==> src/include/ringBus_settings.svh <==
/*
 ring bus sizing and address map
   slot field widths, memory stop depth and word indexing
   rom fill pattern
   range decode macros for rom, memory and mmio stops
*/
`ifndef RINGBUS_SETTINGS_SVH
`define RINGBUS_SETTINGS_SVH

`define RB_ADDR_W      32                      // ring address
`define RB_DATA_W      64                      // one tile per slot
`define RB_SEQ_W       16
`define RB_OPM_W       16                      // flag byte plus opcode byte

`define RB_MEM_WORDS   256                     // memory stop backing store
`define RB_MEM_IDX_W   8
`define RB_WORD_LSB    3                       // 64-bit words
`define RB_ROM_IDX_HI  23                      // rom index runs up to here

`define RB_ROM_PATTERN 64'h5A3C_96E1_0F78_C2B4

// top byte zero
`define RB_IS_ROM(a)  (a[`RB_ADDR_W-1 -: 8] == 8'h00)
// top nibble zero, next nibble set
`define RB_IS_MEM(a)  ((a[`RB_ADDR_W-1 -: 4] == 4'h0) && (a[`RB_ADDR_W-5 -: 4] != 4'h0))
`define RB_IS_MMIO(a) (a[`RB_ADDR_W-1 -: 4] == 4'hF)

`endif

==> src/hdl/ringBusPkg.sv <==
/*
 ring bus package
   opcode classes, request commands and response status codes
   full 8-bit opcodes for both directions
   operation-mode word with request and response views
   mmio device opcodes and handshake codes
*/
package ringBusPkg;

	// class sits in opm[7:6]
	localparam logic [1:0] CLS_NONE = 2'b00;
	localparam logic [1:0] CLS_RESP = 2'b01;
	localparam logic [1:0] CLS_REQ  = 2'b10;

	localparam logic [5:0] CMD_LDX  = 6'h03;   // load tile
	localparam logic [5:0] CMD_STX  = 6'h13;   // store tile

	localparam logic [5:0] ST_OKLD  = 6'h03;
	localparam logic [5:0] ST_OKST  = 6'h13;
	localparam logic [5:0] ST_FAULT = 6'h3F;

	localparam logic [7:0] OPM_NONE  = 8'h00;  // empty slot
	localparam logic [7:0] OPM_LDX   = {CLS_REQ, CMD_LDX};
	localparam logic [7:0] OPM_STX   = {CLS_REQ, CMD_STX};
	localparam logic [7:0] OPM_OKLD  = {CLS_RESP, ST_OKLD};
	localparam logic [7:0] OPM_OKST  = {CLS_RESP, ST_OKST};
	localparam logic [7:0] OPM_FAULT = {CLS_RESP, ST_FAULT};

	// outside device port
	localparam logic [4:0] MMIO_OPM_NONE = 5'h00;
	localparam logic [4:0] MMIO_OPM_LD   = 5'h0B;
	localparam logic [4:0] MMIO_OPM_ST   = 5'h17;

	localparam logic [1:0] MMIO_OK_READY = 2'b00;
	localparam logic [1:0] MMIO_OK_HOLD  = 2'b10;
	localparam logic [1:0] MMIO_OK_DONE  = 2'b01;
	localparam logic [1:0] MMIO_OK_FAIL  = 2'b11;

	typedef struct packed {
		logic [7:0] flags;                   // carried through untouched
		logic [1:0] cls;
		logic [5:0] cmd;
	} ringOpmReq_t;

	typedef struct packed {
		logic [7:0] flags;
		logic [1:0] cls;
		logic [5:0] status;
	} ringOpmRsp_t;

	// same 16 bits, read as request on the way in, written as response on the way out
	typedef union packed {
		ringOpmReq_t req;
		ringOpmRsp_t rsp;
	} ringOpm_u;

endpackage

==> src/hdl/ringMmioStop.sv <==
/*
 mmio ring stop
   takes one mmio-range request off the ring at a time
   runs the device exchange on the outside port
   holds the answer until an empty slot comes by
*/
`timescale 1ns/1ps
`include "ringBus_settings.svh"

module ringMmioStop
	import ringBusPkg::*;
(
	input  logic                  clock,
	input  logic                  reset,
	input  logic [`RB_SEQ_W-1:0]  seqIn,
	input  logic [`RB_OPM_W-1:0]  opmIn,
	input  logic [`RB_ADDR_W-1:0] addrIn,
	input  logic [`RB_DATA_W-1:0] dataIn,
	output logic [`RB_SEQ_W-1:0]  seqOut,
	output logic [`RB_OPM_W-1:0]  opmOut,
	output logic [`RB_ADDR_W-1:0] addrOut,
	output logic [`RB_DATA_W-1:0] dataOut,
	output logic [`RB_ADDR_W-1:0] mmioAddr,
	output logic [4:0]            mmioOpm,
	output logic [`RB_DATA_W-1:0] mmioOutData,
	input  logic [`RB_DATA_W-1:0] mmioInData,
	input  logic [1:0]            mmioOK
);

	localparam logic [1:0] stIdle  = 2'd0;
	localparam logic [1:0] stIssue = 2'd1;   // device opcode on the port
	localparam logic [1:0] stDrain = 2'd2;   // waiting for mmioOK to go idle
	localparam logic [1:0] stHold  = 2'd3;   // answer still looking for a slot

	logic [1:0] state;
	ringOpm_u opmReq;                         // incoming word in request view
	ringOpm_u opmRsp;                         // held answer in response view
	logic isReq;
	logic take;                               // pull request off the ring
	logic slotFree;
	logic insert;                             // drop answer into this slot
	logic devFinished;
	logic rspPending;
	logic heldStore;
	logic heldFault;
	logic [7:0] heldFlags;
	logic [`RB_SEQ_W-1:0] heldSeq;
	logic [`RB_ADDR_W-1:0] heldAddr;
	logic [`RB_DATA_W-1:0] heldWData;         // store data to device
	logic [`RB_DATA_W-1:0] heldRData;         // answer data

	assign opmReq = opmIn;
	assign isReq  = `RB_IS_MMIO(addrIn) && (opmReq.req.cls == CLS_REQ)
		&& ((opmReq.req.cmd == CMD_LDX) || (opmReq.req.cmd == CMD_STX));
	assign take     = (state == stIdle) && isReq;   // busy means pass through
	assign slotFree = (opmIn[7:0] == OPM_NONE);
	assign insert   = rspPending && slotFree;
	assign devFinished = (mmioOK == MMIO_OK_DONE) || (mmioOK == MMIO_OK_FAIL);

	// device port
	assign mmioAddr    = heldAddr;
	assign mmioOutData = heldWData;
	assign mmioOpm     = (state != stIssue) ? MMIO_OPM_NONE :
		(heldStore ? MMIO_OPM_ST : MMIO_OPM_LD);

	always_comb
	begin
		opmRsp.rsp.flags = heldFlags;
		opmRsp.rsp.cls   = CLS_RESP;
		if (heldFault)
			opmRsp.rsp.status = ST_FAULT;     // device said fail
		else if (heldStore)
			opmRsp.rsp.status = ST_OKST;
		else
			opmRsp.rsp.status = ST_OKLD;
	end

	always_ff @(posedge clock)
	begin
		if (reset)
		begin
			state      <= stIdle;
			rspPending <= 1'b0;
		end
		else
		begin
			case (state)
				stIdle:
					if (take)
						state <= stIssue;
				stIssue:
					if (devFinished)
					begin
						state      <= stDrain;
						rspPending <= 1'b1;
					end
				stDrain:                      // answer may leave while draining
					if (mmioOK == MMIO_OK_READY)
						state <= (rspPending && !insert) ? stHold : stIdle;
				stHold:
					if (insert)
						state <= stIdle;
				default:
					state <= stIdle;
			endcase
			if (insert)
				rspPending <= 1'b0;
		end
	end

	// request and answer capture
	always_ff @(posedge clock)
	begin
		if (take)
		begin
			heldSeq   <= seqIn;
			heldAddr  <= addrIn;
			heldWData <= dataIn;
			heldFlags <= opmReq.req.flags;
			heldStore <= (opmReq.req.cmd == CMD_STX);
		end
		if ((state == stIssue) && devFinished)
		begin
			heldFault <= (mmioOK == MMIO_OK_FAIL);
			if (heldStore || (mmioOK == MMIO_OK_FAIL))
				heldRData <= '0;
			else
				heldRData <= mmioInData;
		end
	end

	// ring register stage
	always_ff @(posedge clock)
	begin
		seqOut  <= insert ? heldSeq : seqIn;
		addrOut <= insert ? heldAddr : addrIn;
		dataOut <= insert ? heldRData : dataIn;

		if (reset)
			opmOut <= '0;
		else if (insert)
			opmOut <= opmRsp;
		else if (take)
			opmOut <= '0;                     // slot goes empty
		else
			opmOut <= opmIn;
	end

endmodule

==> config.mk <==
export PLATFORM = sky130hd
export DESIGN_NAME = ringMmioStop
export DESIGN_NICKNAME = d
export VERILOG_FILES = /design/src/hdl/ringBusPkg.sv /design/src/hdl/ringMmioStop.sv
export VERILOG_INCLUDE_DIRS = /design/src /design/src/include
export SDC_FILE = /design/constraint.sdc
export NUM_CORES = 1
export LEC_CHECK = 0
export ABC_CLOCK_PERIOD_IN_PS = 4200
export BUFFER_PORTS_ARGS = -buffer_cell sky130_fd_sc_hd__buf_2
export CAP_MARGIN = 15
export CORE_UTILIZATION = 30
export CTS_BUF_LIST = sky130_fd_sc_hd__clkbuf_4
export DETAILED_ROUTE_END_ITERATION = 6
export SETUP_SLACK_MARGIN = 0.1
export SYNTH_ARGS = -nofsm -noshare
export SYNTH_HDL_FRONTEND = slang
export SYNTH_SLANG_ARGS = --single-unit
==> constraint.sdc <==
create_clock -name clock -period 4.2 [get_ports clock]
set_clock_uncertainty 0.05 [all_clocks]
set_input_delay 0.84 -clock clock [delete_from_list [all_inputs] [get_ports clock]]
set_output_delay 0.84 -clock clock [all_outputs]
set_load 0.05 [all_outputs]
* Yosys cells after proc, flatten, opt, wreduce, memory -nomap -nowiden
Cells that the tools add are included.
W data, S select, Z words.
** Cells by class
- Equality and inequality tests :: 14
- Mux-type cells :: 15
- Reductions and logical operators :: 17
** Operators with widths (number)
- $mux W64 :: 1
- $mux W16 :: 3
- $mux W32 :: 1
- $mux W5 :: 3
- $mux W2 :: 5
- $eq A2 B2 Y1 const B :: 4
- $logic_not A8 Y1 :: 1
- $ne A2 B2 Y1 const B :: 4
- $pmux W2 S4 :: 1
- $eq A6 B2 Y1 const B :: 1
- $eq A6 B5 Y1 const B :: 1
- $logic_and A1 B1 Y1 :: 6
- $mux W6 :: 1
- $eq A2 B1 Y1 const B :: 2
- $eq A4 B4 Y1 const B :: 1
- $logic_not A2 Y1 :: 2
- $reduce_and A4 Y1 :: 1
- $logic_or A1 B1 Y1 :: 3
- $reduce_or A3 Y1 :: 1
- $ne A2 B1 Y1 const B :: 1
- $reduce_and A2 Y1 :: 1
- $reduce_or A2 Y1 :: 1
- $logic_not A1 Y1 :: 1
** Storage, ports and cells
- Flip-flop bits (word level) :: 317
- Bits of input ports :: 196

* Depth between registers and ports, before layout
- Depth in word-level cells :: 7
- Depth in mapped cells :: 6
- Gate-level depth less buffers :: 4

* Worst setup path after synthesis
No wires, ideal clock.
- Path type :: input port to flip-flop
- Start :: input port opmIn[2]
- End :: register heldFlags[0], enable pin
- Data arrival time :: 3957 ps
- Required time :: 3676 ps
- Slack :: -281 ps
- Cell stages on the path :: 4
- Path through :: nor3_2 -> nand4b_1 -> buf_2 -> inv_1
** Between the ends
- Cells in the longest elaborated chain, start to end :: 4
- Elaborated cells between the ends (all ways) :: 5
- Classes of those cells :: 2 x eq/ne; 3 x reduce/logical
** Ends and longest elaborated chain
- from (decl) :: RTL line ringMmioStop.sv:16 : input logic [`RB_OPM_W-1:0] opmIn,
- $eq A6 B2 Y1 or $eq A6 B5 Y1 (tied branches) :: RTL line ringMmioStop.sv:54 : && ((opmReq.req.cmd == CMD_LDX) || (opmReq.req.cmd == CMD_STX));
- $logic_or A1 B1 Y1 * :: RTL line ringMmioStop.sv:54
- $logic_and A1 B1 Y1 (no source line) *
- $logic_and A1 B1 Y1 * :: RTL line ringMmioStop.sv:55 : assign take = (state == stIdle) && isReq;
- net take :: RTL line ringMmioStop.sv:39 : logic take;
- to (signal assigned) :: RTL line ringMmioStop.sv:119 : heldFlags <= opmReq.req.flags;
- to (decl) :: RTL line ringMmioStop.sv:46 : logic [7:0] heldFlags;
Mark *: on every way through the listed nets, which the timed path passes. The rest lies on a longest branch.
A chain may end at the register's enable or synchronous reset.

* Final worst setup path
- Start :: register state[0]
- End :: output port mmioOpm[2]
** Between the ends
- Cells in the longest elaborated chain, start to end :: 2
** Ends and longest elaborated chain
- from (decl) :: RTL line ringMmioStop.sv:35 : logic [1:0] state;
- from (signal assigned) :: RTL line ringMmioStop.sv:82 : state <= stIdle;
- from (signal assigned) :: RTL line ringMmioStop.sv:90 : state <= stIssue;
- from (signal assigned) :: RTL line ringMmioStop.sv:94 : state <= stDrain;
- $ne A2 B1 Y1 :: RTL line ringMmioStop.sv:63 : assign mmioOpm = (state != stIssue) ? MMIO_OPM_NONE :
- $mux W5 :: RTL line ringMmioStop.sv:63
- to (decl) :: RTL line ringMmioStop.sv:24 : output logic [4:0] mmioOpm,
No other way between the ends.

==> qor.csv <==
metric,value,unit
status,"finished, final reports clean",
yosys-top-cells-count,"nand2_1, edfxtp_1, dfxtp_1, and2_1, buf_4",
reg2reg_to,heldRData[16],
fin_crit,2.73,ns
path_delay_family,simple AND/OR/NAND/NOR gates,
synth_nets,1022,
start_util,30.4,%
synth_area_leaders,"edfxtp_1, dfxtp_1, nand2_1, and2_1, buf_4",
die_area,35700,µm²
drtIter0Drc,288,
ios,425,
critical_path.endpoint_type,output pin,
power.share.clock,42.5,%
maxCapViolations,0,
core,34500,µm²
setup_slack,1.47,ns
internal-power,5.14,mW
p_leak,6.48,nW
hold_start,opmIn[15],
syn_to_final_growth,36.4,%
hpwlAfterDp,20000,µm
required,3.31,ns
clk_pin_slew,0.07,ns
post-route-util,41.5,%
syn_inst,826,
die_x,189,µm
fin_setup_tns,0,ns
tightest_slew,1.00,ns
whs,0.272,ns
whs_path_depth,1,
slew_headroom,33.0,%
critPathMaxFanout,5,
htreeDepth,3,
numClockSinks,317,
overflow,0,
place_ws,1.36,ns
globalRouteTotalUtil,15.8,%
synth-edff-count,186,
vdd_drop_max,214,µV
layout.nets,1505,
arrival,1.84,ns
synth_flop_cell,edfxtp_1,
path_buf_inv,1,
grt_pass1_wl,42800,µm
vias,7715,
async_flop_share,0,%
ys_ff_latch,317,
place.gp.congestion,0.813,
holdPathEnd,heldFlags[7],
clk_latency,0.70,ns
yosys.area.top_type_share,53.3,%
cts_root_buf,clkbuf_4,
ys_seq_area_share,78.3,%
drive_above_1_share,42.1,%
p_total,6.75,mW
hold_buffers,0,
die_y,189,µm
syn_avg_cell_area,12.7,µm²
fmax,366,MHz
core.rowCount,68,
wl,28600,µm
ant_nets,0,
critPathSlowestCell,dfxtp_1,
switching_power,1.61,mW
syn_area,10500,µm²
drt-pass1-iter-count,4,
ys_warn_count,0,
r2r-start,state[0],
critical_path_class,register to output pin,
cts_buffers,85,
viasPerCell,4.20,
power_frac_seq,49.8,%
synthDistinctLibCells,28,
numPortBuffers,424,
post-route-period-util,65.1,%
hold_viol_final,0,
rsz0062_at_grt,false,
grt_max_degree,113,
yosysMostFrequentCell,nand2_1,
cts_setup_buffers,0,
yosysTopAreaCell,edfxtp_1,
antenna_found_initial,4,
avgRoutedWirePerCell,15.6,µm
grt_pass1_vias,7684,
clockBufferDepth,3,
hold_path.class,input pin to register,
drv_slew,0,
reg2reg_depth,2,
switching_share,23.9,%
combPwrFrac,7.6,%
setup_viol,0,
r2r_setup_slack,2.14,ns
cts_tree,built,
drc,0,
critPathLaunchType,register,
slowest_delay,0.41,ns
powerDensity,472,nW/µm²
crit_chain,nor2b_1 -> and2_1 -> buf_2,
cts_resized,0,
## metal layers
layer	vias to the layer above	track usage, %	share of wire [%]	wire [µm]
met5	-	0	0.077	22
met4	4	6.98	2.1	603
met3	41	5.69	8.6	2450
met2	327	26.2	49	14000
met1	3584	18.4	40	11500
li1	3759	-	-	-
## cells by family (layout without fill, tap and decap cells)
kind of cell           count (synthesis)  count (layout)  synth area share [%]
AOI/OAI and AO/OA                     19              19                 0.955
buffers and inverters                 38             592                  2.02
DFF                                  317             317                  78.3
muxes                                  1               1                0.0955
other                                  0               2                     0
and+or+nand+nor                      451             451                  18.6
## how the worst max path moves through the flow
stage / startpoint / endpoint / slack, ns / cells past startpoint
global placement: opmIn[7] / opmOut[8] / 1.41 / 6
detailed placement: opmIn[7] / opmOut[9] / 1.36 / 6
floorplan: addrIn[31] / heldFlags[0] / 0.51 / 4
global route: state[0] / mmioOpm[2] / 1.23 / 3
CTS: state[0] / mmioOpm[2] / 1.32 / 3
finish: state[0] / mmioOpm[2] / 1.47 / 3
## area by class of cell
| class | instances | area [µm²] |
|---|---|---|
| repair buffers | 433 | 2250 |
| clock buffers | 135 | 1010 |
| well taps | 455 | 569 |
| fillers | 3398 | 20200 |
| multi-input cells | 471 | 2070 |
| inverters | 1 | 7.51 |
| flip-flops and latches | 317 | 8210 |
| diodes | 2 | 5.00 |
| clock inverters | 23 | 168 |
## cells in the final DEF, fill, tap and decap left out
cell | netlist | final
nor4_2 | 1 | 1
nor2_1 | 10 | 9
and4_1 | 1 | 1
a31oi_1 | 1 | 1
buf_2 | 10 | 424
nor3_2 | 1 | 1
clkinv_2 | 0 | 2
nor2b_1 | 2 | 2
nand2b_1 | 1 | 1
nor3_1 | 2 | 2
nand3_1 | 9 | 9
dfxtp_1 | 131 | 131
o21ai_0 | 1 | 1
and4b_4 | 0 | 1
o21ai_1 | 1 | 1
nor2_4 | 0 | 1
diode_2 | 0 | 2
a21oi_1 | 14 | 14
clkinv_1 | 0 | 17
clkinvlp_4 | 0 | 1
mux2i_1 | 1 | 1
edfxtp_1 | 186 | 186
buf_4 | 15 | 4
and2_1 | 67 | 66
bufinv_16 | 0 | 3
nor4bb_1 | 1 | 1
nand3b_1 | 1 | 1
inv_2 | 0 | 1
and4b_1 | 2 | 1
a21o_1 | 1 | 1
nand4b_1 | 4 | 4
clkbuf_4 | 0 | 135
buf_12 | 0 | 5
nand2_1 | 348 | 348
or3b_2 | 1 | 1
o22ai_1 | 1 | 1
and2_4 | 0 | 1
## registers in the layout (all words and copies together) (netlist names)
signal,cells
heldFlags,8
dataOut,64
heldFault,1
rspPending,1
opmOut,16
addrOut,32
heldRData,64
mmioAddr,32
heldStore,1
state,2
seqOut,16
mmioOutData,64
heldSeq,16
## through the flow
| stage | instances | cell area, µm² |
|---|---|---|
| finish | 1837 | 14300 |
| global route | 1836 | 14300 |
| CTS | 1835 | 14300 |
| detailed placement | 1677 | 13100 |
| global placement | 1677 | 13100 |
| floorplan | 826 | 10500 |
## power by group through the flow
stage | sequential, mW | clock, mW | combinational [mW]
2_1_floorplan | 3.67 | 0 | 0.0779
6_report | 3.37 | 2.87 | 0.516
3_5_place_dp | 3.43 | 0 | 0.520
3_3_place_gp | 3.43 | 0 | 0.515
4_1_cts | 3.37 | 2.99 | 0.521
5_1_grt | 3.37 | 3.17 | 0.551
No activity file was read; power rests on OpenSTA's default activity.
