## src/include/ringBus_settings.svh

```systemverilog
/*
 ring bus sizing and address map
   slot field widths, memory stop depth and word indexing
   rom fill pattern
   range decode macros for rom, memory and mmio stops
*/
`ifndef RINGBUS_SETTINGS_SVH
`define RINGBUS_SETTINGS_SVH

`define RB_ADDR_W      32                      // ring address
`define RB_DATA_W      64                      // one tile per slot
`define RB_SEQ_W       16
`define RB_OPM_W       16                      // flag byte plus opcode byte

`define RB_MEM_WORDS   256                     // memory stop backing store
`define RB_MEM_IDX_W   8
`define RB_WORD_LSB    3                       // 64-bit words
`define RB_ROM_IDX_HI  23                      // rom index runs up to here

`define RB_ROM_PATTERN 64'h5A3C_96E1_0F78_C2B4

// top byte zero
`define RB_IS_ROM(a)  (a[`RB_ADDR_W-1 -: 8] == 8'h00)
// top nibble zero, next nibble set
`define RB_IS_MEM(a)  ((a[`RB_ADDR_W-1 -: 4] == 4'h0) && (a[`RB_ADDR_W-5 -: 4] != 4'h0))
`define RB_IS_MMIO(a) (a[`RB_ADDR_W-1 -: 4] == 4'hF)

`endif

```

## src/hdl/ringBusPkg.sv

```systemverilog
/*
 ring bus package
   opcode classes, request commands and response status codes
   full 8-bit opcodes for both directions
   operation-mode word with request and response views
   mmio device opcodes and handshake codes
*/
package ringBusPkg;

	// class sits in opm[7:6]
	localparam logic [1:0] CLS_NONE = 2'b00;
	localparam logic [1:0] CLS_RESP = 2'b01;
	localparam logic [1:0] CLS_REQ  = 2'b10;

	localparam logic [5:0] CMD_LDX  = 6'h03;   // load tile
	localparam logic [5:0] CMD_STX  = 6'h13;   // store tile

	localparam logic [5:0] ST_OKLD  = 6'h03;
	localparam logic [5:0] ST_OKST  = 6'h13;
	localparam logic [5:0] ST_FAULT = 6'h3F;

	localparam logic [7:0] OPM_NONE  = 8'h00;  // empty slot
	localparam logic [7:0] OPM_LDX   = {CLS_REQ, CMD_LDX};
	localparam logic [7:0] OPM_STX   = {CLS_REQ, CMD_STX};
	localparam logic [7:0] OPM_OKLD  = {CLS_RESP, ST_OKLD};
	localparam logic [7:0] OPM_OKST  = {CLS_RESP, ST_OKST};
	localparam logic [7:0] OPM_FAULT = {CLS_RESP, ST_FAULT};

	// outside device port
	localparam logic [4:0] MMIO_OPM_NONE = 5'h00;
	localparam logic [4:0] MMIO_OPM_LD   = 5'h0B;
	localparam logic [4:0] MMIO_OPM_ST   = 5'h17;

	localparam logic [1:0] MMIO_OK_READY = 2'b00;
	localparam logic [1:0] MMIO_OK_HOLD  = 2'b10;
	localparam logic [1:0] MMIO_OK_DONE  = 2'b01;
	localparam logic [1:0] MMIO_OK_FAIL  = 2'b11;

	typedef struct packed {
		logic [7:0] flags;                   // carried through untouched
		logic [1:0] cls;
		logic [5:0] cmd;
	} ringOpmReq_t;

	typedef struct packed {
		logic [7:0] flags;
		logic [1:0] cls;
		logic [5:0] status;
	} ringOpmRsp_t;

	// same 16 bits, read as request on the way in, written as response on the way out
	typedef union packed {
		ringOpmReq_t req;
		ringOpmRsp_t rsp;
	} ringOpm_u;

endpackage

```

## src/hdl/ringRomStop.sv

```systemverilog
/*
 rom ring stop
   loads in the rom range return index xor fill pattern
   stores in the rom range fault
   other slots registered through
*/
`timescale 1ns/1ps
`include "ringBus_settings.svh"

module ringRomStop
	import ringBusPkg::*;
(
	input  logic                  clock,
	input  logic                  reset,
	input  logic [`RB_SEQ_W-1:0]  seqIn,
	input  logic [`RB_OPM_W-1:0]  opmIn,
	input  logic [`RB_ADDR_W-1:0] addrIn,
	input  logic [`RB_DATA_W-1:0] dataIn,
	output logic [`RB_SEQ_W-1:0]  seqOut,
	output logic [`RB_OPM_W-1:0]  opmOut,
	output logic [`RB_ADDR_W-1:0] addrOut,
	output logic [`RB_DATA_W-1:0] dataOut
);

	localparam int IdxW = `RB_ROM_IDX_HI - `RB_WORD_LSB + 1;

	ringOpm_u opmReq;
	ringOpm_u opmNext;
	logic inRange;
	logic isLoad;
	logic isStore;
	logic [IdxW-1:0] romIdx;
	logic [`RB_DATA_W-1:0] romWord;

	assign opmReq  = opmIn;
	assign inRange = `RB_IS_ROM(addrIn);
	assign isLoad  = inRange && (opmReq.req.cls == CLS_REQ) && (opmReq.req.cmd == CMD_LDX);
	assign isStore = inRange && (opmReq.req.cls == CLS_REQ) && (opmReq.req.cmd == CMD_STX);

	// contents computed, no table
	assign romIdx  = addrIn[`RB_ROM_IDX_HI:`RB_WORD_LSB];
	assign romWord = {{(`RB_DATA_W - IdxW){1'b0}}, romIdx} ^ `RB_ROM_PATTERN;

	always_comb
	begin
		opmNext = opmIn;
		if (isLoad || isStore)
		begin
			opmNext.rsp.cls    = CLS_RESP;
			opmNext.rsp.status = isStore ? ST_FAULT : ST_OKLD;   // read only
		end
	end

	always_ff @(posedge clock)
	begin
		seqOut  <= seqIn;
		addrOut <= addrIn;
		if (isLoad)
			dataOut <= romWord;
		else if (isStore)
			dataOut <= '0;
		else
			dataOut <= dataIn;

		if (reset)
			opmOut <= '0;
		else
			opmOut <= opmNext;
	end

endmodule

```

## config.mk

```make
export PLATFORM = sky130hd
export DESIGN_NAME = ringRomStop
export DESIGN_NICKNAME = d
export VERILOG_FILES = /design/src/hdl/ringBusPkg.sv /design/src/hdl/ringRomStop.sv
export VERILOG_INCLUDE_DIRS = /design/src /design/src/include
export SDC_FILE = /design/constraint.sdc
export NUM_CORES = 1
export LEC_CHECK = 0
export ABC_AREA = 1
export BUFFER_PORTS_ARGS = -buffer_cell sky130_fd_sc_hd__buf_2
export CAP_MARGIN = 20
export CORE_AREA = 2 2 101 103
export CTS_CLUSTER_DIAMETER = 50
export DETAILED_ROUTE_END_ITERATION = 10
export DIE_AREA = 0 0 103 105
export GPL_ROUTABILITY_DRIVEN = 0
export PLACE_DENSITY = 0.74
export RECOVER_POWER = 25
export SETUP_SLACK_MARGIN = 0.4
export SLEW_MARGIN = 20
export SYNTH_ARGS = -nofsm -noshare
export SYNTH_HDL_FRONTEND = slang
export SYNTH_SLANG_ARGS = --single-unit
```

## constraint.sdc

```tcl
create_clock -name clock -period 1.6 [get_ports clock]
set_clock_uncertainty 0.2 [all_clocks]
set_input_delay 0.16 -clock clock [delete_from_list [all_inputs] [get_ports clock]]
set_output_delay 0.16 -clock clock [all_outputs]
set_load 0.02 [all_outputs]
```

# [After elaboration in Yosys (flattened, before gate mapping)]
# Cells that the tools add are included.
[totals] regBits=128 output_inout_bits=128 wordCells=21
[classes] n_eq_ne=3 n_mux=4 bitwise=1 reduce_logical=7
[op_table] operator="63-bit two-way mux" n=2
[op_table] operator="9-bit NOT with 31-bit output" n=1
[op_table] operator="8-bit logical NOT" n=1
[op_table] operator="7-bit two-way mux" n=1
[op_table] operator="6-bit by 2-bit == test with 1-bit output (second input constant)" n=1
[op_table] operator="6-bit by 5-bit == test with 1-bit output (second input constant)" n=1
[op_table] operator="6-bit two-way mux" n=1
[op_table] operator="2-bit OR reduction" n=2
[op_table] operator="1-bit logical AND" n=3
[op_table] operator="2-bit == test (second input constant)" n=1
[op_table] operator="1-bit logical OR" n=1

# [Depth between registers and ports, before layout]
# Gate-level depths: netlist of the first run.
[depth] ltp_word=5 ltp_mapped=8

# [Worst setup path before layout of the first run]
# No wires, ideal clock.
[synth_path] path_kind="input to register" start="input port addrIn[27]" end="register dataOut[26]" setup_ns=0.116 t_arrival_ns=0.900 required_ns=1.284 path_slack_ns=0.384 stages=7 n_path_buf=1 cell_sequence="nor2_1 > nand2_1 > nor2_4 > nand3_4 > buf_2 > nand2_1 > nand2_1"
[synth_via] elab_chain_cells=5
[synth_lines] element="start: declaration" line="ringRomStop.sv:17" source="input logic [`RB_ADDR_W-1:0] addrIn,"
[synth_lines] element="8-bit logical NOT (no line) *"
[synth_lines] element="1-bit logical AND *" line="ringRomStop.sv:37, ringRomStop.sv:38"
[synth_lines] element="1-bit logical AND" line="ringRomStop.sv:38" source="assign isStore = inRange && (opmReq.req.cls == CLS_REQ) && (opmReq.req.cmd == CMD_STX);"
[synth_lines] element="63-bit two-way mux" line="ringRomStop.sv:60" source="else if (isStore)"
[synth_lines] element="63-bit two-way mux *" line="ringRomStop.sv:58" source="if (isLoad)"
[synth_lines] element="end signal: assignment" line="ringRomStop.sv:59" source="dataOut <= romWord;"
[synth_lines] element="end signal: assignment" line="ringRomStop.sv:63" source="dataOut <= dataIn;"
[synth_lines] element="end: declaration" line="ringRomStop.sv:22" source="output logic [`RB_DATA_W-1:0] dataOut"
# Every way passes the cells marked *; elsewhere a longest branch is shown, timed or not.
# A chain may end at the register's enable or synchronous reset.

# [Worst setup path in the final report of the first run]
[layout_path] start="input port reset" end="register opmOut[7]"
[layout_via] elab_chain_cells=1
[layout_lines] element="start: declaration" line="ringRomStop.sv:14" source="input logic reset,"
[layout_lines] element="2-bit OR reduction (no line)"
[layout_lines] element="end signal: assignment" line="ringRomStop.sv:68" source="opmOut <= opmNext;"
[layout_lines] element="end: declaration" line="ringRomStop.sv:20" source="output logic [`RB_OPM_W-1:0] opmOut,"
# No other way between the ends.

==> reports/results.md, run 1 <==
• **global-route wire length before repair** 22800 microns
• **post-synth cell types** 20
• **# placed instances** 728
• **most frequent cell after synthesis** dfxtp_1
• **PortBufs** 257
• **placed wire-length estimate after detailed placement** 7470 microns
• **library cell with the largest summed area after synthesis** dfxtp_1
• **share of the clock period used by the worst path after layout** 86.0%
• **Inserted Clock Buffers** 17
• **Min-Delay Startpoint** opmIn[5]
• **area share of the largest cell type after synthesis** 71.9%
• **worst relative slew slack** 49.2%
• **Starting Density** 37.0%
• **iteration count of the initial detailed-routing pass** 4
• **kind of critical path** in -> reg
• **number of buffers between clock root and the deepest sink** 2
• **syn_nets** 475
• **non-filler cells, final** 896
• **multiplexer fraction of the synthesized cell area** 0%
• **worst hold slack** 0.0676 ns
• **total die area** 0.0108 sq mm
• **leak pwr** 3.85 nW
• **Post-Synthesis Cells** 345
• **layer carrying the most global-route usage** met2
• **maximum VDD drop** 0.695 mV
• **number of H-tree branching levels** 4
• **Most used DFF post-synth** dfxtp_1
• **M2 GR Usage** 52.3%
• **combinational family with the most area after synthesis** simple AND/OR/NAND/NOR gates
• **CP max stage delay** 0.58 ns
• **number of primary I/O pins** 258
• **worst min-delay path class** in -> reg
• **GRT Util Overall** 28.4%
• **detailed-route via count** 3986
• **minimum clock period after layout** 1.38 ns
• **overall power** 8.32 mW
• **netlist area before placement** 0.00356 sq mm
• **worst path arrival time** 1.57 ns
• **Synth Area in Simple Gates** 20.4%
• **number of max-capacitance violations reported** 0
• **Least-Margin Pin Slew** 0.762 ns
• **highest clock frequency the design can meet** 0.727 GHz
• **number of nets in the finished design** 877
• **global-route met1 utilization** 26.1%
• **category of the worst setup path launch point** primary input
• **Post-Synth XOR/XNOR Area** 0%
• **CTS tree** built
• **number of endpoints with negative hold slack in the final report** 0
• **buffer type at the clock tree root** clkbuf_8
• **leading post-synthesis cells by instance count** dfxtp_1 (128), nand2_1 (91), nor2_1 (39)
• **CP max FO** 16
• **area of the core** 0.00964 sq mm
• **setup slack of the critical path after layout** 0.224 ns
• **fraction of layout instances using a drive strength above 1** 53.2%
• **ordered list of cells on the worst path** dlygate4sd3_1, clkbuf_1, or2_2, nor2_1
• **count of endpoints failing setup in the final report** 0
• **data required time at the worst endpoint** 1.79 ns
• **worst hold path stage count** 6
• **slowest stage cell, crit path** clkbuf_1
• **vias in the first global route** 4503
• **average via count per standard cell** 4.45
• **DRC violations left** 0
• **met3 usage in global routing** 8.63%
• **sequential area share after synthesis** 71.9%
• **number of synthesized flops with an enable pin** 0
• **number of fillers in the final layout** 529
• **dominant cells by area after synthesis** dfxtp_1 (72%), nand2_1 (9.6%), nor2_1 (4.1%)
• **clk sinks** 128
• **die span in y** 105 microns
• **Chip Width** 103 microns
• **growth of design area from synthesis to finish** 119%
• **Hold Crit Endpoint** dataOut[47]
• **largest net degree at the start of global routing** 26
• **RSZ-0062 raised after global routing** true
• **DP Worst Slack** -0.0330 ns
• **Yosys Warn Count** 0
• **initial drt markers** 123
• **initial antenna violation count** 3
• **power density relative to cell area** 1070 mW/mm^2
• **clock transition at the register clock pins on the worst setup and hold paths after CTS** 0.06 ns
• **count of standard-cell rows** 36
• **post-synthesis average cell area** 10.3 sq um
• **share of async-settable or async-resettable flops after synthesis** 0%
• **post-synthesis sequential element count** 128
• **Final Max Tran Viols** 0
• **complex-gate fraction of the synthesized area** 0.667%
• **Synth Area in Adders** 0%
• **Detailed Route WL** 16100 microns
• **average wire per standard cell** 18.0 microns
• **result of the run** finished, final reports clean
• **remaining number of nets flagged by the antenna check after routing** 0
• **kind of end point of the critical path** flop
• **total gr overflow** 0
flip-flops by register name (all words and copies together), names as in the netlist:
name / flops
seqOut: 16
addrOut: 32
opmOut: 16
dataOut: 64
cell type report:
type,instances,area (sq um),area share (%)
diodes,3,7.51,0.0961
clock buffers,21,439,5.62
clock inverters,11,115,1.47
inverters,39,164,2.10
multi-input cells,165,729,9.34
flip-flops and latches,128,2730,34.9
well taps,133,166,2.13
repair buffers,396,3460,44.3
repair_timing:
action / CTS / global route
pin swaps: 0 / 1
gates resized for setup: 382 / 6
endpoints found under the setup margin: 128 / 181
hold endpoints to repair: 128 / 1
gates cloned: 0 / 1
hold buffers: 129 / 1
buffers inserted: 0 / 2
where the power goes:
part | total (mW) | switching (mW) | leakage (nW) | internal (mW)
Combinational | 1.19 | 0.519 | 2.49 | 0.673
Sequential | 3.49 | 0.0989 | 1.08 | 3.40
Clock | 3.64 | 1.39 | 0.275 | 2.24
Total | 8.32 | 2.01 | 3.85 | 6.31
metal layers:
layer	part of all wire, %	up-vias
li1	-	1835
met1	33	1857
met2	54	233
met3	7.5	61
met4	5.4	0
met5	0	-
per-stage QoR:
step	TNS, ns	cell area (sq um)	utilization [%]
6_report	0	7810	81.0
5_1_grt	0	7810	81.0
4_1_cts	0	7810	81.0
3_5_place_dp	-0.350	5000	51.9
3_3_place_gp	0	5000	51.9
2_1_floorplan	0	3580	-
worst max-delay path by stage:
stage | startpoint | to | slack [ns] | cells after the start
final | reset | opmOut[7] | 0.22 | 4
after global routing | reset | opmOut[7] | 0.18 | 4
after detailed placement | opmIn[7] | dataOut[28] | -0.03 | 8
after CTS | addrOut[29] | addrOut[29] | 0.23 | 1
after floorplan | opmIn[7] | dataOut[14] | 0.40 | 8
after global placement | opmIn[7] | dataOut[58] | 0.01 | 8
cell usage in the layout, fill, tap and decap left out, drive strengths merged:
master / instances
dfxtp: 128
a21oi: 4
dlymetal6s4s: 1
diode: 3
bufinv: 2
nor2: 43
nor3: 1
nand3: 15
clkinv: 8
dlygate4sd3: 129
nand3b: 9
buf: 232
or2: 1
clkbuf: 55
nand2: 92
clkinvlp: 1
inv: 39
logic make-up (layout without fill, tap and decap cells):
group | Yosys count | after routing
AOI/OAI and AO/OA | 4 | 4
other | 0 | 3
and+or+nand+nor | 161 | 161
DFF | 128 | 128
buffers and inverters | 52 | 467
worst max-delay path, delay by kind of cell:
kind,cells,cell delay [ns]
buffers and inverters,2,1.11
AND/OR/NAND/NOR,2,0.29
No activity file was read; power rests on OpenSTA's default activity.
==> inputs of run 2 (changes only) <==
--- a/config.mk
+++ b/config.mk
@@ -9,10 +9,10 @@
 export ABC_AREA = 1
 export BUFFER_PORTS_ARGS = -buffer_cell sky130_fd_sc_hd__buf_2
 export CAP_MARGIN = 20
-export CORE_AREA = 2 2 101 103
+export CORE_AREA = 2 2 103 105
 export CTS_CLUSTER_DIAMETER = 50
 export DETAILED_ROUTE_END_ITERATION = 10
-export DIE_AREA = 0 0 103 105
+export DIE_AREA = 0 0 105 107
 export GPL_ROUTABILITY_DRIVEN = 0
 export PLACE_DENSITY = 0.74
 export RECOVER_POWER = 25
==> constraint.sdc (replaced) <==
create_clock -name clock -period 1.1 [get_ports clock]
set_clock_uncertainty 0.2 [all_clocks]
set_input_delay 0.11 -clock clock [delete_from_list [all_inputs] [get_ports clock]]
set_output_delay 0.11 -clock clock [all_outputs]
set_load 0.02 [all_outputs]
==> run 2 against run 1 <==
Compared with the run above: combinational power grew 68%; critical path depth shrank 3; clock-buffer cell count shrank 1; the run now ends with negative hold slack, negative setup slack left; via count grew 8.6%; sequential power grew 46%; largest power group unchanged; sequential share of layout area shrank 5.0 points; design area grew 17%; clock power grew 57%; utilization grew 9.2 points; non-clock buffer count grew 23.
==> reports/results.md, run 2 (synthesized netlist as in run 1, its figures left out) <==
• **GRT Util Overall** 31.4%, +3.0 points
• **DRC violations left** 0, unchanged
• **data required time at the worst endpoint** 0.79 ns, -1.00 ns
• **Hold Crit Endpoint** opmOut[7]
• **Post-Route Utilization** 90.3%, +9.2 points
• **sum of buffers and inverters on the critical path** 1, -1
• **register ranked first by flip-flop count** dataOut
• **Total Negative Setup Slacks** -21.76 ns, -21.76 ns
• **kind of critical path** reg -> out
• **remaining number of nets flagged by the antenna check after routing** 0, unchanged
• **minimum clock period after layout** 1.33 ns
• **die span in y** 107 microns, +1.9%
• **average via count per standard cell** 4.65, +4.6%
• **number of endpoints with negative hold slack in the final report** 6, +6
• **# placed instances** 737, +1.2%
• **maximum VDD drop** 1.07 mV, +55%
• **number of primary I/O pins** 258, unchanged
• **number of max-capacitance violations reported** 0, unchanged
• **most frequent standard cell in the layout excluding fill and tap cells** buf_6
• **DP Worst Slack** -0.303 ns, -0.270 ns
• **count of standard-cell rows** 37, +2.8%
• **CTS tree** built
• **result of the run** complete, but fails checks
• **highest clock frequency the design can meet** 0.754 GHz
• **RSZ-0062 raised after global routing** true
• **PortBufs** 257, unchanged
• **Final Max Tran Viols** 0, unchanged
• **initial antenna violation count** 5, +2
• **growth of design area from synthesis to finish** 156%
• **ordered list of cells on the worst path** buf_6
• **Largest register FFs** 64, unchanged
• **biggest registers after layout** dataOut x64, addrOut x32
• **Starting Density** 35.3%, -1.7 points
• **clk sinks** 128, unchanged
• **setup slack of the critical path after layout** -0.227 ns, -0.451 ns
• **global-route wire length before repair** 26400 microns, +16%
• **worst min-delay path class** in -> reg
• **Detailed Route WL** 20600 microns, +27%
• **worst relative slew slack** 35.1%, -14 points
• **violations in the final reports** negative hold slack, negative setup slack
• **clock transition at the register clock pins on the worst setup and hold paths after CTS** 0.07 ns, about the same
• **worst path arrival time** 1.02 ns, -0.55 ns
• **placed wire-length estimate after detailed placement** 7440 microns, -0.38%
• **family of cells with the greatest summed delay on the critical path** flip-flops
• **CP max FO** 1, -15
• **fraction of layout instances using a drive strength above 1** 71.1%, +18 points
• **leak pwr** 4.24 nW, +10%
• **kind of end point of the critical path** output pin
• **worst hold path stage count** 3, -3
• **Least-Margin Pin Slew** 0.974 ns, +0.213 ns
• **count of endpoints failing setup in the final report** 128, +128
• **iteration count of the initial detailed-routing pass** 4, unchanged
• **initial drt markers** 202, +64%
• **detailed-route via count** 4327, +8.6%
• **total die area** 0.0112 sq mm, +3.9%
• **number of buffers between clock root and the deepest sink** 2, unchanged
• **vias in the first global route** 4805, +6.7%
• **Inserted Clock Buffers** 17, unchanged
• **CP max stage delay** 0.37 ns, -0.21 ns
• **Chip Width** 105 microns, +1.9%
• **Min-Delay Startpoint** reset
• **share of the clock period used by the worst path after layout** 121%
• **area of the core** 0.0101 sq mm, +4.7%
• **number of fillers in the final layout** 383, -28%
• **slowest stage cell, crit path** dfxtp_2
• **largest net degree at the start of global routing** 17, -35%
• **non-filler cells, final** 930, +3.8%
• **total gr overflow** 0, unchanged
• **number of H-tree branching levels** 4, unchanged
• **worst hold slack** -0.306 ns, -0.374 ns
• **power density relative to cell area** 1400 mW/mm^2, +32%
• **category of the worst setup path launch point** flop
• **average wire per standard cell** 22.1 microns, +23%
• **most frequent cells in the layout** buf_6 (137), dfxtp_2 (128), dlygate4sd3_1 (124), buf_2 (106), inv_1 (35)
• **buffer type at the clock tree root** clkbuf_8
• **number of nets in the finished design** 906, +3.3%
run 2: cell count changes in the layout (fill, tap and decap cells not counted), moves of 6 or more:
cell      previous run  this run
nand2_1             90        25
nand2_2              1        33
nand2_4              1        33
nor2_1              40        11
nor2_4               1        30
clkbuf_1            34        18
buf_12               2        15
buf_2               97       106
buf_6              128       137
buf_16               0         7
nand3_1             12         6
run 2: what timing repair did:
item,CTS,global route
hold buffers,116,8
gates resized for setup,391,80
pin swaps,60,27
cloned,13,0
endpoints found under the setup margin,197,198
hold endpoints to repair,128,24
buffers inserted,15,4
run 2: final cells by class:
class | count | area, sq um | share of cell area, %
inverters | 39 | 178 | 1.95
multi-input cells | 168 | 1400 | 15.3
diodes | 5 | 12.5 | 0.137
flip-flops and latches | 128 | 2720 | 29.9
well taps | 136 | 170 | 1.87
clock buffers | 20 | 455 | 5.00
repair buffers | 419 | 3990 | 43.8
repair inverters | 3 | 48.8 | 0.536
clock inverters | 12 | 133 | 1.46
run 2: worst max-delay path by stage:
stage,from,to,slack (ns),cells past startpoint
finish,addrOut[0],addrOut[0],-0.23,1
global route,addrOut[0],addrOut[0],-0.25,1
CTS,dataOut[25],dataOut[25],-0.19,1
detailed placement,addrIn[31],dataOut[24],-0.30,7
global placement,addrIn[29],dataOut[57],-0.26,7
floorplan,opmIn[7],dataOut[14],-0.05,8
run 2: metrics by stage:
step	area, sq um	power [mW]
2_1_floorplan	3800	5.59
3_3_place_gp	5280	6.11
3_5_place_dp	5280	6.14
4_1_cts	8710	12.4
5_1_grt	9110	13.1
6_report	9110	12.8
run 2: layer usage:
metal / wire length (microns) / GRT usage [%] / vias to the layer above
li1: - / - / 1913
met1: 6930 / 30.4 / 2032
met2: 10800 / 57.0 / 286
met3: 1530 / 11.1 / 96
met4: 1290 / 19.6 / 0
met5: 0 / 0 / -
run 2: power breakdown:
part	switching (mW)	leakage (nW)	internal, mW
combinational	0.914	2.87	1.09
sequential	0.151	1.08	4.94
clock	2.28	0.284	3.42
==> inputs of run 3 (changes only) <==
--- a/config.mk
+++ b/config.mk
@@ -9,12 +9,14 @@
 export ABC_AREA = 1
 export BUFFER_PORTS_ARGS = -buffer_cell sky130_fd_sc_hd__buf_2
 export CAP_MARGIN = 20
-export CORE_AREA = 2 2 103 105
+export CELL_PAD_IN_SITES_DETAIL_PLACEMENT = 0
+export CELL_PAD_IN_SITES_GLOBAL_PLACEMENT = 2
+export CORE_AREA = 2 2 134 136
 export CTS_CLUSTER_DIAMETER = 50
 export DETAILED_ROUTE_END_ITERATION = 10
-export DIE_AREA = 0 0 105 107
+export DIE_AREA = 0 0 136 138
 export GPL_ROUTABILITY_DRIVEN = 0
-export PLACE_DENSITY = 0.74
+export PLACE_DENSITY_LB_ADDON = 0.1
 export RECOVER_POWER = 25
 export SETUP_SLACK_MARGIN = 0.4
 export SLEW_MARGIN = 20
==> constraint.sdc (replaced) <==
create_clock -name clock -period 1.5 [get_ports clock]
set_clock_uncertainty 0.2 [all_clocks]
set_input_delay 0.15 -clock clock [delete_from_list [all_inputs] [get_ports clock]]
set_output_delay 0.15 -clock clock [all_outputs]
set_load 0.02 [all_outputs]
==> run 3 against run 2 <==
Compared with the run above: the flow finishes with violations (negative hold slack); combinational power decreased by 40%; utilization decreased by 44 points; final cell count up 6.1%; via count decreased by 16%; total power shrank 24%; clock-buffer cell count shrank 2; worst hold slack improved by 0.24 ns; design area fell by 11%; sequential share of layout area rose by 3.8 points; non-clock buffer count down 25; highest routed layer unchanged.
==> reports/results.md, run 3 (synthesized netlist as in run 1, its figures left out) <==
• **share of the clock period used by the worst path after layout** 81.6%
• **buffer type at the clock tree root** clkbuf_16
• **count of standard-cell rows** 49, +32%
• **fraction of layout instances using a drive strength above 1** 55.4%, -16 points
• **Post-Route Utilization** 46.1%, -44 points
• **Largest register FFs** 64, unchanged
• **register ranked first by flip-flop count** dataOut
• **detailed-route via count** 3615, -16%
• **PortBufs** 257, unchanged
• **initial antenna violation count** 0, -5
• **vias in the first global route** 3887, -19%
• **Min-Delay Startpoint** opmIn[7]
• **Total Negative Setup Slacks** 0 ns, +21.76 ns
• **maximum VDD drop** 0.744 mV, -31%
• **most frequent standard cell in the layout excluding fill and tap cells** dlygate4sd3_1
• **Detailed Route WL** 12100 microns, -41%
• **worst hold slack** -0.0678 ns, +0.239 ns
• **biggest registers after layout** dataOut x64, addrOut x32
• **Final Max Tran Viols** 0, unchanged
• **clk sinks** 128, unchanged
• **DRC violations left** 0, unchanged
• **highest clock frequency the design can meet** 0.817 GHz
• **internal power** 7.53 mW, -20%
• **total placed instance area** 0.00518 sq mm, -1.8%
• **data required time at the worst endpoint** 1.62 ns, +0.83 ns
• **Net Sw Frac** 22.4%, -3.7 points
• **CTS tree** built
• **Antenna diodes** 0, -5
• **initial drt markers** 84, -58%
• **number of primary I/O pins** 258, unchanged
• **die span in y** 138 microns, +29%
• **result of the run** complete, but fails checks
• **growth of design area from synthesis to finish** 127%
• **worst min-delay path class** in -> reg
• **combinational fraction of design power** 12.5%, -3.2 points
• **iteration count of the initial detailed-routing pass** 4, unchanged
• **leak pwr** 3.90 nW, -8.0%
• **worst relative slew slack** 74.3%, +39 points
• **average wire per standard cell** 12.3 microns, -44%
• **largest net degree at the start of global routing** 26, +9
• **part of the total power dissipated in sequential elements** 38.1%, -1.7 points
• **kind of end point of the critical path** flop
• **Least-Margin Pin Slew** 0.384 ns, -0.590 ns
• **remaining number of nets flagged by the antenna check after routing** 0, unchanged
• **clock transition at the register clock pins on the worst setup and hold paths after CTS** 0.06 ns, about the same
• **number of buffers between clock root and the deepest sink** 2, unchanged
• **placed wire-length estimate after detailed placement** 8310 microns, +12%
• **most frequent cells in the layout** dlygate4sd3_1 (129), dfxtp_2 (128), buf_6 (128), buf_2 (104), nand2_1 (89)
• **cell area after layout** 0.00809 sq mm, -11%
• **worst hold path stage count** 4, +1
• **Hold Crit Endpoint** opmOut[7]
• **clock share of power** 49.4%, +4.9 points
• **GRT Util Overall** 13.0%, -18 points
• **Inserted Clock Buffers** 17, unchanged
• **category of the worst setup path launch point** primary input
• **global-route wire length before repair** 18900 microns, -28%
• **total gr overflow** 0, unchanged
• **reported net switching power** 2.18 mW, -35%
• **worst path arrival time** 1.35 ns, +0.33 ns
• **RSZ-0062 raised after global routing** true
• **number of nets in the finished design** 875, -3.4%
• **power density relative to cell area** 1200 mW/mm^2, -15%
• **total die area** 0.0188 sq mm, +67%
• **CP max FO** 22, +21
• **kind of critical path** in -> reg
• **number of max-capacitance violations reported** 0, unchanged
• **number of H-tree branching levels** 4, unchanged
• **number of endpoints with negative hold slack in the final report** 1, -5
• **Starting Density** 20.3%, -15 points
• **postcts setup bufs** 0, -15
• **average via count per standard cell** 3.66, -21%
• **count of endpoints failing setup in the final report** 0, -100%
• **area of the core** 0.0175 sq mm, +74%
• **violations in the final reports** negative hold slack
• **minimum clock period after layout** 1.22 ns
• **Chip Width** 136 microns, +30%
-- run 3: changes by cell type in the layout (fill, tap and decap cells not counted), sizes merged --
cell	change
clkinvlp	-2
bufinv	+4
buf	-37
clkinv	-3
diode	-5
dlygate4sd3	+5
clkbuf	+5
nand3	-3
-- run 3: what timing repair did --
action                     in CTS  in global routing
setup endpoints to repair     128                166
hold endpoints to repair      128                  9
hold buffers                  127                  2
cloned                          0                  0
resized for setup             383                  3
-- run 3: area by class of cell --
class	count	area, sq um
tap	229	287
timing repair buffer	394	3440
multi-input combinational	165	786
clock buffer	18	439
fill	1662	9450
inverter	39	163
clock inverter	14	250
sequential	128	2720
-- run 3: how the worst max path moves through the flow --
stage                     start           to  slack (ns)  depth (start not counted)
floorplan              opmIn[7]  dataOut[14]        0.31                          8
global placement       opmIn[3]  dataOut[31]        0.04                          7
detailed placement     opmIn[3]  dataOut[43]       0.007                          7
CTS                 dataOut[43]  dataOut[43]        0.27                          1
global route           opmIn[1]  dataOut[29]        0.13                          8
finish                 opmIn[1]  dataOut[29]        0.28                          8
-- run 3: power by group through the flow --
stage	sequential (mW)	clock, mW	combinational [mW]
floorplan	3.94	0	0.112
global placement	3.69	0	0.756
detailed placement	3.70	0	0.757
CTS	3.70	4.93	1.23
global route	3.72	5.09	1.31
finish	3.70	4.79	1.21
-- run 3: critical path, cell delays in order --
cell and delay [ns]:
buf_2 0.10, nand2_1 0.06, inv_1 0.03, nand2_1 0.20, nor2_2 0.09, nand2_4 0.14
clkinvlp_4 0.35, nor2_1 0.21
-- run 3: layer usage --
metal / vias to the layer above / share of wire, % / track usage (%)
li1: 1832 / - / -
met1: 1610 / 39 / 14.0
met2: 157 / 49 / 22.5
met3: 16 / 10 / 4.91
met4: 0 / 2.0 / 5.76
met5: - / 0 / 0
-- run 3: per-stage QoR --
| stage | hold slack [ns] | worst slack (ns) | power (mW) | cells |
|---|---|---|---|---|
| floorplan | -0.0223 | 0.309 | 4.05 | 345 |
| global placement | 0.0522 | 0.0369 | 4.45 | 826 |
| CTS | -0.182 | 0.268 | 9.86 | 985 |
| finish | -0.0678 | 0.276 | 9.71 | 987 |
| detailed placement | 0.0538 | 0.00727 | 4.45 | 826 |
| global route | -0.0559 | 0.129 | 10.1 | 987 |
